File: src/rtl/mul16_macros.svh
//**************************************************************************
// Multiplier width macros
//**************************************************************************

`ifndef MUL16_MACROS_SVH
`define MUL16_MACROS_SVH

// Full operand width
`define MUL16_OPERAND_W 16

// One operand byte, also the byte multiplier input width
`define MUL16_HALF_W 8

// Lookahead group size in the 32-bit adder
`define MUL16_GROUP_W 4

`endif

File: src/rtl/mul16_pkg.sv
//**************************************************************************
// Multiplier datapath types
//**************************************************************************

`include "mul16_macros.svh"

package mul16_pkg;

  // One multiplier operand
  typedef logic [`MUL16_OPERAND_W-1:0] operand_t;

  // High or low byte of an operand
  typedef logic [`MUL16_HALF_W-1:0] half_t;

  // Byte by byte partial product
  typedef logic [2*`MUL16_HALF_W-1:0] pp_t;

  // Full product, also the adder operand width
  typedef logic [2*`MUL16_OPERAND_W-1:0] product_t;

endpackage

File: src/rtl/mul8_array.sv
//**************************************************************************
// Exact 8x8 array multiplier
//**************************************************************************

`timescale 1ns/10ps

module mul8_array (
  input  mul16_pkg::half_t x,
  input  mul16_pkg::half_t y,
  output mul16_pkg::pp_t   p
);

  import mul16_pkg::*;

  // AND terms, t[j][i] = x[i] & y[j]
  half_t      t [8];

  // Carry-save rows, index i of row r has weight i + r
  logic [6:0] s [1:7];
  logic [6:0] c [1:7];

  // Final carry-propagate row
  logic [6:0] fin_a;
  logic [6:0] fin_s;
  logic [7:1] fin_c;

  for (genvar j = 0; j < 8; j++) begin : g_and_row
    assign t[j] = x & {8{y[j]}};
  end

  // First row only has two terms per column
  assign s[1] = t[0][7:1] ^ t[1][6:0];
  assign c[1] = t[0][7:1] & t[1][6:0];

  for (genvar r = 2; r < 8; r++) begin : g_fa_row
    logic [6:0] a_in;
    logic [6:0] half_sum;

    // Top column of each row takes the leftover AND term from above
    assign a_in     = {t[r-1][7], s[r-1][6:1]};
    assign half_sum = a_in ^ t[r][6:0];
    assign s[r]     = half_sum ^ c[r-1];
    assign c[r]     = (a_in & t[r][6:0]) | (half_sum & c[r-1]);
  end

  assign fin_a = {t[7][7], s[7][6:1]};

  // Bit 8 has no incoming carry
  assign fin_s[0] = fin_a[0] ^ c[7][0];
  assign fin_c[1] = fin_a[0] & c[7][0];

  for (genvar i = 1; i < 7; i++) begin : g_ripple
    logic half_sum;

    assign half_sum   = fin_a[i] ^ c[7][i];
    assign fin_s[i]   = half_sum ^ fin_c[i];
    assign fin_c[i+1] = (fin_a[i] & c[7][i]) | (half_sum & fin_c[i]);
  end

  // Low byte falls out of the rows, one bit per row
  assign p[0] = t[0][0];

  for (genvar k = 1; k < 8; k++) begin : g_low_bits
    assign p[k] = s[k][0];
  end

  assign p[15:8] = {fin_c[7], fin_s};

endmodule

File: src/rtl/cla_adder32.sv
//**************************************************************************
// 32-bit carry-lookahead adder
//**************************************************************************

`timescale 1ns/10ps

`include "mul16_macros.svh"

module cla_adder32 (
  input  mul16_pkg::product_t x,
  input  mul16_pkg::product_t y,
  output mul16_pkg::product_t sum
);

  import mul16_pkg::*;

  localparam int GW      = `MUL16_GROUP_W;
  localparam int NGROUPS = $bits(product_t) / GW;

  // Per-bit propagate and generate
  product_t           p;
  product_t           g;

  // Group propagate, group generate and carry into each group
  logic [NGROUPS-1:0] gp;
  logic [NGROUPS-1:0] gg;
  logic [NGROUPS-1:0] gc;

  assign p = x ^ y;
  assign g = x & y;

  // Second level, flattened sum of products per group carry
  always_comb begin
    logic term;

    gc[0] = 1'b0;
    for (int k = 1; k < NGROUPS; k++) begin
      gc[k] = 1'b0;
      for (int j = 0; j < k; j++) begin
        term = gg[j];
        for (int m = j + 1; m < k; m++) begin
          term = term & gp[m];
        end
        gc[k] = gc[k] | term;
      end
    end
  end

  for (genvar k = 0; k < NGROUPS; k++) begin : g_group
    localparam int LSB = k * GW;

    logic [GW-1:0] pb;
    logic [GW-1:0] gb;
    logic [GW-1:0] cb;
    logic          grp_g;

    assign pb    = p[LSB +: GW];
    assign gb    = g[LSB +: GW];
    assign gp[k] = &pb;
    assign gg[k] = grp_g;

    always_comb begin
      grp_g = 1'b0;
      for (int b = 0; b < GW; b++) begin
        grp_g = gb[b] | (pb[b] & grp_g);
      end
    end

    // Carries inside the group start from the lookahead carry
    always_comb begin
      cb[0] = gc[k];
      for (int b = 1; b < GW; b++) begin
        cb[b] = gb[b-1] | (pb[b-1] & cb[b-1]);
      end
    end

    assign sum[LSB +: GW] = pb ^ cb;
  end

endmodule

File: src/rtl/partial_product_stage.sv
//**************************************************************************
// Partial product pipeline stage
//**************************************************************************

`timescale 1ns/10ps

`include "mul16_macros.svh"

module partial_product_stage (
  input  logic                clk,
  input  logic                rst_n,
  input  logic                in_valid,
  input  mul16_pkg::operand_t a,
  input  mul16_pkg::operand_t b,
  output logic                pp_valid,
  output mul16_pkg::pp_t      pp_ll,
  output mul16_pkg::pp_t      pp_lh,
  output mul16_pkg::pp_t      pp_hl,
  output mul16_pkg::pp_t      pp_hh
);

  import mul16_pkg::*;

  half_t a_lo;
  half_t a_hi;
  half_t b_lo;
  half_t b_hi;

  pp_t   ll;
  pp_t   lh;
  pp_t   hl;
  pp_t   hh;

  assign a_lo = a[`MUL16_HALF_W-1:0];
  assign a_hi = a[2*`MUL16_HALF_W-1:`MUL16_HALF_W];
  assign b_lo = b[`MUL16_HALF_W-1:0];
  assign b_hi = b[2*`MUL16_HALF_W-1:`MUL16_HALF_W];

  mul8_array mul_ll (.x(a_lo), .y(b_lo), .p(ll));
  mul8_array mul_lh (.x(a_lo), .y(b_hi), .p(lh));
  mul8_array mul_hl (.x(a_hi), .y(b_lo), .p(hl));
  mul8_array mul_hh (.x(a_hi), .y(b_hi), .p(hh));

  always_ff @(posedge clk or negedge rst_n) begin
    if (!rst_n) begin
      pp_valid <= 1'b0;
      pp_ll    <= '0;
      pp_lh    <= '0;
      pp_hl    <= '0;
      pp_hh    <= '0;
    end else begin
      pp_valid <= in_valid;
      // Products hold while no pair is accepted
      if (in_valid) begin
        pp_ll <= ll;
        pp_lh <= lh;
        pp_hl <= hl;
        pp_hh <= hh;
      end
    end
  end

endmodule

File: src/rtl/product_sum_stage.sv
//**************************************************************************
// Partial product sum pipeline stage
//**************************************************************************

`timescale 1ns/10ps

`include "mul16_macros.svh"

module product_sum_stage (
  input  logic                clk,
  input  logic                rst_n,
  input  logic                pp_valid,
  input  mul16_pkg::pp_t      pp_ll,
  input  mul16_pkg::pp_t      pp_lh,
  input  mul16_pkg::pp_t      pp_hl,
  input  mul16_pkg::pp_t      pp_hh,
  output logic                out_valid,
  output mul16_pkg::product_t product
);

  import mul16_pkg::*;

  product_t llhh;
  product_t lh_shifted;
  product_t hl_shifted;
  product_t first_sum;
  product_t full_sum;

  // hh and ll never overlap, so they share one adder operand
  assign llhh       = {pp_hh, pp_ll};
  assign lh_shifted = {{`MUL16_HALF_W{1'b0}}, pp_lh, {`MUL16_HALF_W{1'b0}}};
  assign hl_shifted = {{`MUL16_HALF_W{1'b0}}, pp_hl, {`MUL16_HALF_W{1'b0}}};

  cla_adder32 add_lh (.x(llhh),      .y(lh_shifted), .sum(first_sum));
  cla_adder32 add_hl (.x(first_sum), .y(hl_shifted), .sum(full_sum));

  // Full product of two 16-bit operands fits in 32 bits, no carry out
  always_ff @(posedge clk or negedge rst_n) begin
    if (!rst_n) begin
      out_valid <= 1'b0;
      product   <= '0;
    end else begin
      out_valid <= pp_valid;
      if (pp_valid) begin
        product <= full_sum;
      end
    end
  end

endmodule

File: src/rtl/mul16_top.sv
//**************************************************************************
// Pipelined 16x16 multiplier
//**************************************************************************

`timescale 1ns/10ps

module mul16_top (
  input  logic                clk,
  input  logic                rst_n,
  input  logic                in_valid,
  input  mul16_pkg::operand_t a,
  input  mul16_pkg::operand_t b,
  output logic                out_valid,
  output mul16_pkg::product_t product
);

  import mul16_pkg::*;

  logic pp_valid;
  pp_t  pp_ll;
  pp_t  pp_lh;
  pp_t  pp_hl;
  pp_t  pp_hh;

  // Stage 1, byte products
  partial_product_stage pp_stage (
    .clk      (clk),
    .rst_n    (rst_n),
    .in_valid (in_valid),
    .a        (a),
    .b        (b),
    .pp_valid (pp_valid),
    .pp_ll    (pp_ll),
    .pp_lh    (pp_lh),
    .pp_hl    (pp_hl),
    .pp_hh    (pp_hh)
  );

  // Stage 2, aligned sum
  product_sum_stage sum_stage (
    .clk       (clk),
    .rst_n     (rst_n),
    .pp_valid  (pp_valid),
    .pp_ll     (pp_ll),
    .pp_lh     (pp_lh),
    .pp_hl     (pp_hl),
    .pp_hh     (pp_hh),
    .out_valid (out_valid),
    .product   (product)
  );

endmodule

File: config.mk
export PLATFORM = sky130hd
export DESIGN_NAME = mul16_top
export DESIGN_NICKNAME = d
export VERILOG_FILES = /design/src/rtl/mul16_pkg.sv /design/src/rtl/mul8_array.sv /design/src/rtl/cla_adder32.sv /design/src/rtl/partial_product_stage.sv /design/src/rtl/product_sum_stage.sv /design/src/rtl/mul16_top.sv
export VERILOG_INCLUDE_DIRS = /design/src /design/src/rtl
export SDC_FILE = /design/constraint.sdc
export NUM_CORES = 1
export LEC_CHECK = 0
export ABC_AREA = 1
export BUFFER_PORTS_ARGS = -buffer_cell sky130_fd_sc_hd__buf_2
export CAP_MARGIN = 10
export CORE_MARGIN = 3
export CORE_UTILIZATION = 60
export CTS_CLUSTER_DIAMETER = 50
export DETAILED_ROUTE_END_ITERATION = 12
export PLACE_DENSITY = 0.87
export SLEW_MARGIN = 20
export SYNTH_ARGS = -nofsm -noshare
export SYNTH_HDL_FRONTEND = slang
export SYNTH_HIERARCHICAL = 1
export SYNTH_SLANG_ARGS = --single-unit
File: constraint.sdc
create_clock -name clk -period 12.4 [get_ports clk]
set_clock_uncertainty 0.15 [all_clocks]
set_input_delay 1.24 -clock clk [delete_from_list [all_inputs] [get_ports clk]]
set_output_delay 1.24 -clock clk [all_outputs]
set_load 0.005 [all_outputs]
==> results.md, run 1 <==
* Worst-Margin Slew at 1.094 ns
* Critical Path Stages at 21
* Reg clk slew, reported paths at 0.07 ns
* Drt total wl at 26030 µm
* Critical Path AT at 8.14 ns
* Sum Neg Setup Slack at 0 ns
* Die X at 154.8 µm
* CP Launch Type: primary input
* Drt drc at 0
* GR Overflow Total at 0
* Routed wire per std cell at 14.09 µm
* Die Ht at 154.8 µm
* Fin nets at 1925
* Largest net degree at the start of global routing at 67
* CP required at 12.55 ns
* Unrepaired setup endpoints after global routing: no
* Sw Pwr at 1.301 mW
* Slowest CP cell: fa_1
* Worst R2R Setup Slack at 6.92 ns
* GPL Wtd Cong at 0.8672
* Top Family by Delay on Critical Path: adder cells
* Syn Inst Count at 1529
* Min-delay src: sum_stage/product[13]$_DFFE_PN0P_
* Proportion of layout cells with a drive suffix above 1 at 7.184%
* Layout fillers at 1772
* Reg2reg start: pp_stage/pp_lh[1]$_DFFE_PN0P_
* Leak at 8.359 nW
* Pwr dens at 205.6 mW/mm²
* IO Count at 68
* Worst-skew pair later-pin latency at 0.36 ns
* Critical Path End: pp_stage/pp_hl[14]$_DFFE_PN0P_
* Initial antenna violation count at 0
* Most frequent cells in the layout: 570 x nand2_1, 356 x inv_1, 240 x fa_1
* H-tree lvl count at 3
* VDD IR max at 0.1053 mV
* Status: finished clean
* Mean cell area of the mapped netlist at 8.683 µm²
* EDFF count, synth at 0
* Fmax at 125.1 MHz
* Fin. Hold Viols at 0
* Root Buffer: clkbuf_16
* Flop pwr share at 20.7%
* Clock Power Share at 10.6%
* Via density at 4.943
* First-pass GRT wire length at 45620 µm
* Final setup vio count at 0
* CP Capture Type: register
* Total track usage at 23.26%
* Worst r2r dst: sum_stage/product[31]$_DFFE_PN0P_
* Hold buffers post-CTS at 0
* CP Max Fanout at 16
* Placement Rows at 53
* First-pass DRT Iterations at 7
* Area Growth Syn to Fin at 1.715%
* Predominant post-synthesis flop cell: dfrtp_1
* Vias in the first global route at 9930
* Switching share of power at 46.86%
* CP max stage delay at 0.59 ns
* Pwr Total at 2.776 mW
* Crit path kind: in2reg
* Die area at 0.02395 mm²
* Final Cycle Share at 64.46%
* Synthesized cell area at 0.01328 mm²
* Ys async rst share at 100.0%
* Min Clock Period, post-route at 7.993 ns
* Power Internal at 1.475 mW
* Flip-flop and latch count after synthesis at 98
* Clock Tree Buf Depth at 2
* Post-CTS sizing at 0
* Max Cap Viol at 0
* Post-synth cell types at 22
* Slew headroom at 26.98%
* DRT iter0 DRCs at 530
* Final Max Tran Viols at 0
* Clock buffer count from CTS at 9
* Initial core utilization at 62.18%
* CP Launch Point: b[0]
* Combinational share of power at 68.6%
* HP Class: reg2reg
* R2R cell count at 27
* Via count at 9135
* Commonest non-fill, non-tap cell in the layout: nand2_1
* Worst-path cell chain: buf_2 -> nand2_1 -> inv_1 -> ha_1 -> inv_1 -> fa_1 -> inv_1 -> fa_1 -> fa_1 -> fa_1 -> fa_1 -> fa_1 -> ha_1 -> fa_1 -> fa_1 -> fa_1 -> fa_1 -> fa_1 -> fa_1 -> nand2_1 -> nand2_1
* Clock sink count at 98
* CTS tree: done
* Port buffer count at 67
* Ant. Diodes at 0
* Core region area at 0.02135 mm²
* Yosys warns at 6
* Crit path top cell by count: fa_1
* Crit path buf inv count at 4
* Register area share after synthesis at 18.47%
* Hpwl dp at 20400 µm
* Post-CTS Setup Inserts at 0
* Post-route antenna net violation count at 0
power by group through the flow:
stage / logic [mW] / clock network (mW) / registers, mW
finish: 1.91 / 0.295 / 0.576
global route: 2.21 / 0.312 / 0.598
CTS: 1.90 / 0.299 / 0.578
detailed placement: 1.88 / 0 / 0.583
floorplan: 1.41 / 0 / 0.562
global placement: 1.76 / 0 / 0.577
synth_stat cells (2+ instances only):
cell type    n  share of area, %
inv_1      356                10
nand3_1     12              0.45
nand2_1    570                16
buf_2        6              0.23
ha_1        82               7.7
o21a_1       2              0.11
xor2_1      12              0.79
clkbuf_8     9              0.93
fa_1       240                36
buf_6       67               5.7
xnor2_1      4              0.26
nor2_1      20              0.57
or2_2        2             0.094
a21oi_1     16              0.60
dfrtp_1     98                18
nand2_2     24               1.1
o21bai_1     4              0.23
registers in the layout, summed over array words and instances (netlist names):
signal,count
pp_stage/pp_hh,16
pp_stage/pp_hl,16
pp_stage/pp_lh,16
pp_stage/pp_ll,16
pp_stage/pp_valid,1
sum_stage/out_valid,1
sum_stage/product,32
stage by stage:
stage / cells / util [%] / worst slack, ns / hold slack, ns / area (µm²)
floorplan: 1572 / - / 4.585 / 0.2245 / 13440
global placement: 1832 / 61.81 / 4.184 / 0.3000 / 13200
global route: 1848 / 63.24 / 4.175 / 0.3345 / 13500
detailed placement: 1832 / 61.81 / 4.034 / 0.3046 / 13200
CTS: 1848 / 63.24 / 4.439 / 0.3213 / 13500
finish: 1848 / 63.24 / 4.407 / 0.3148 / 13500
worst min path at each step:
stage                                             end  slack, ns  cells past startpoint
floorplan               sum_stage/out_valid$_DFF_PN0_       0.22                      0
global placement    sum_stage/product[23]$_DFFE_PN0P_       0.30                      2
detailed placement  sum_stage/product[13]$_DFFE_PN0P_       0.30                      2
CTS                 sum_stage/product[13]$_DFFE_PN0P_       0.32                      2
global route        sum_stage/product[18]$_DFFE_PN0P_       0.33                      2
finish              sum_stage/product[13]$_DFFE_PN0P_       0.31                      2
logic make-up (layout without fill, tap and decap cells):
| logic type | Yosys count | after routing | share of synthesized area (%) |
|---|---|---|---|
| buffers and inverters | 442 | 443 | 17.23 |
| and+or+nand+nor | 628 | 628 | 18.36 |
| other | 1 | 44 | 0.02825 |
| xor gates and xnor gates | 16 | 16 | 1.055 |
| adders and majority gates | 322 | 322 | 43.92 |
| DFF | 98 | 98 | 18.47 |
| AOI/OAI and AO/OA | 22 | 22 | 0.9424 |
final cells by class:
| cell class | instances | area, µm² | area share (%) |
|---|---|---|---|
| Timing Repair Buffer | 69 | 352.8 | 2.613 |
| Clock inverter | 5 | 61.31 | 0.4540 |
| Clock buffer | 11 | 242.7 | 1.797 |
| Inverter | 358 | 1351 | 10.01 |
| Multi-Input combinational cell | 1032 | 8698 | 64.41 |
| Tap cell | 275 | 344.1 | 2.548 |
| Sequential cell | 98 | 2454 | 18.17 |
metal layers:
| layer | GRT usage [%] | part of all wire [%] | up-vias |
|---|---|---|---|
| li1 | - | - | 4316 |
| met1 | 31.56 | 43 | 4527 |
| met2 | 38.75 | 49 | 249 |
| met3 | 3.721 | 5.6 | 43 |
| met4 | 7.611 | 2.2 | 0 |
| met5 | 0 | 0 | - |
worst register-to-register path, cell delays in order (launching register included):
cell and delay (ns):
dfrtp_1 0.44, ha_1 0.33, nand2_1 0.10, nor2_1 0.06
nor2_1 0.09, nor2_1 0.06, nor2_1 0.14, nand2_2 0.10
nand2_2 0.07, nand2_2 0.06, nand2_2 0.07, nand2_2 0.07
fa_1 0.39, fa_1 0.38, fa_1 0.38, xor2_1 0.17
ha_1 0.33, a21oi_1 0.19, o21a_1 0.16, nand2_2 0.07
nand2_1 0.06, nand2_1 0.06, fa_1 0.37, fa_1 0.39
fa_1 0.38, xnor2_1 0.20, nand2_1 0.07, nand2_1 0.10
Note: power is estimated with default switching activity, not from simulation.
==> inputs of run 2 (changes only) <==
==> constraint.sdc (replaced) <==
create_clock -name clk -period 7.8 [get_ports clk]
set_clock_uncertainty 0.15 [all_clocks]
set_input_delay 0.78 -clock clk [delete_from_list [all_inputs] [get_ports clk]]
set_output_delay 0.78 -clock clk [all_outputs]
set_load 0.005 [all_outputs]
==> run 2 against run 1 <==
  * Sequential power up 60%
  * Die area stayed put
  * Routed wire length increased by 2.8%
  * Register-to-register slack worse by 4.5 ns
  * Clock power up 51%
  * Combinational power up 59%
  * Clock-buffer cell count rose by 1
==> results.md, run 2 (same netlist as run 1, synthesis figures left out) <==
* Status: finished clean
* Min Clock Period, post-route at 7.531 ns
* Max reg flops at 32
* Area after DPL at 0.01332 mm²
* CP Capture Type: register
* Port buffer count at 67
* Layout fillers at 1698
* CP Launch Point: b[1]
* Post-CTS Setup Inserts at 0
* Proportion of layout cells with a drive suffix above 1 at 8.055%
* Clock Tree Buf Depth at 2
* Commonest non-fill, non-tap cell in the layout: nand2_1
* Max Cap Viol at 0
* Final setup vio count at 0
* Hold buffers post-CTS at 0
* Largest net degree at the start of global routing at 67
* Final Max Tran Viols at 0
* CP required at 7.92 ns
* Fin. Hold Viols at 0
* Die X at 154.8 µm
* Final Cycle Share at 96.56%
* Core region area at 0.02135 mm²
* Reg2reg start: pp_stage/pp_lh[2]$_DFFE_PN0P_
* Worst-Margin Slew at 1.043 ns
* Critical Path AT at 7.65 ns
* CP Max Fanout at 16
* First-pass DRT Iterations at 5
* Final core occ at 63.81%
* Total track usage at 23.95%
* Routed wire per std cell at 14.36 µm
* Worst R2R Setup Slack at 2.38 ns
* Worst r2r dst: sum_stage/product[31]$_DFFE_PN0P_
* HP Class: in2async
* Leak at 8.430 nW
* Vias in the first global route at 10150
* Fin nets at 1941
* Pwr dens at 323.7 mW/mm²
* Reg clk slew, reported paths at 0.07 ns
* Most frequent cells in the layout: 570 x nand2_1, 356 x inv_1, 240 x fa_1
* R2R cell count at 27
* Placement Rows at 53
* Hold_ws at 0.2927 ns
* Via count at 9284
* Via density at 4.981
* Non-Filler Cell Area, Final at 0.01363 mm²
* Fmax at 132.8 MHz
* Ant. Diodes at 0
* Critical Path End: pp_stage/pp_ll[14]$_DFFE_PN0P_
* H-tree lvl count at 3
* Clock sink count at 98
* Largest register by flop count: sum_stage/product
* GR Overflow Total at 0
* Unrepaired setup endpoints after global routing: no
* Hpwl dp at 20850 µm
* Clock buffer count from CTS at 9
* Initial antenna violation count at 0
* CP Launch Type: primary input
* Area Growth Syn to Fin at 2.630%
* CTS tree: done
* First-pass GRT wire length at 47140 µm
* Root Buffer: clkbuf_16
* Die Ht at 154.8 µm
* GPL Wtd Cong at 0.8521
* Post-CTS sizing at 0
* Crit path kind: in2reg
* Slew headroom at 30.35%
* Drt drc at 0
* IO Count at 68
* DRT iter0 DRCs at 694
* Post-route antenna net violation count at 0
* Initial core utilization at 62.18%
* VDD IR max at 0.1724 mV
* Sum Neg Setup Slack at 0 ns
* Worst-skew pair later-pin latency at 0.34 ns
* Die area at 0.02395 mm²
* Drt total wl at 26760 µm
## run 2: worst min path at each step
stage | start | end | slack [ns] | cells past startpoint
floorplan | pp_stage/pp_valid$_DFF_PN0_ | sum_stage/out_valid$_DFF_PN0_ | 0.22 | 0
global placement | sum_stage/product[23]$_DFFE_PN0P_ | sum_stage/product[23]$_DFFE_PN0P_ | 0.30 | 2
detailed placement | sum_stage/product[26]$_DFFE_PN0P_ | sum_stage/product[26]$_DFFE_PN0P_ | 0.30 | 2
CTS | rst_n | sum_stage/product[25]$_DFFE_PN0P_ | 0.31 | 1
global route | rst_n | sum_stage/product[25]$_DFFE_PN0P_ | 0.34 | 1
finish | rst_n | sum_stage/product[25]$_DFFE_PN0P_ | 0.29 | 1
## run 2: area by class of cell
class,instances,area [µm²],area share [%]
Timing Repair Buffer,85,480.5,3.526
Clock buffer,12,246.5,1.809
Multi-Input combinational cell,1032,8698,63.84
Sequential cell,98,2454,18.01
Clock inverter,4,51.30,0.3765
Tap cell,275,344.1,2.525
Inverter,358,1351,9.917
## run 2: worst max-delay path: stages
cell and delay (ns):
clkbuf_4 0.21, nand2_1 0.09, inv_1 0.04, ha_1 0.27, inv_1 0.06, fa_1 0.49
inv_1 0.06, fa_1 0.40, fa_1 0.49, fa_1 0.58, fa_1 0.43, fa_1 0.46
ha_1 0.23, fa_1 0.46, fa_1 0.46, fa_1 0.48, fa_1 0.48, fa_1 0.47
fa_1 0.56, nand2_1 0.05, nand2_1 0.08
## run 2: per-stage QoR
| stage | power (mW) | worst slack, ns | std cells |
|---|---|---|---|
| finish | 4.410 | 0.2686 | 1864 |
| detailed placement | 3.904 | -0.09868 | 1848 |
| global placement | 3.710 | 0.03003 | 1848 |
| floorplan | 3.133 | 0.4454 | 1572 |
| CTS | 4.394 | 0.2456 | 1864 |
| global route | 4.960 | 0.02913 | 1864 |
## run 2: power by group
| part | internal [mW] | total (mW) | switching [mW] |
|---|---|---|---|
| clock | 0.258 | 0.446 | 0.188 |
| combinational | 1.35 | 3.04 | 1.69 |
| sequential | 0.733 | 0.923 | 0.190 |
## run 2: metal layers
layer	GRT usage (%)	vias up	routed length [µm]
met4	7.233	0	756
li1	-	4344	-
met1	31.91	4582	11090
met2	41.45	302	13440
met3	2.994	56	1470
met5	0	-	0
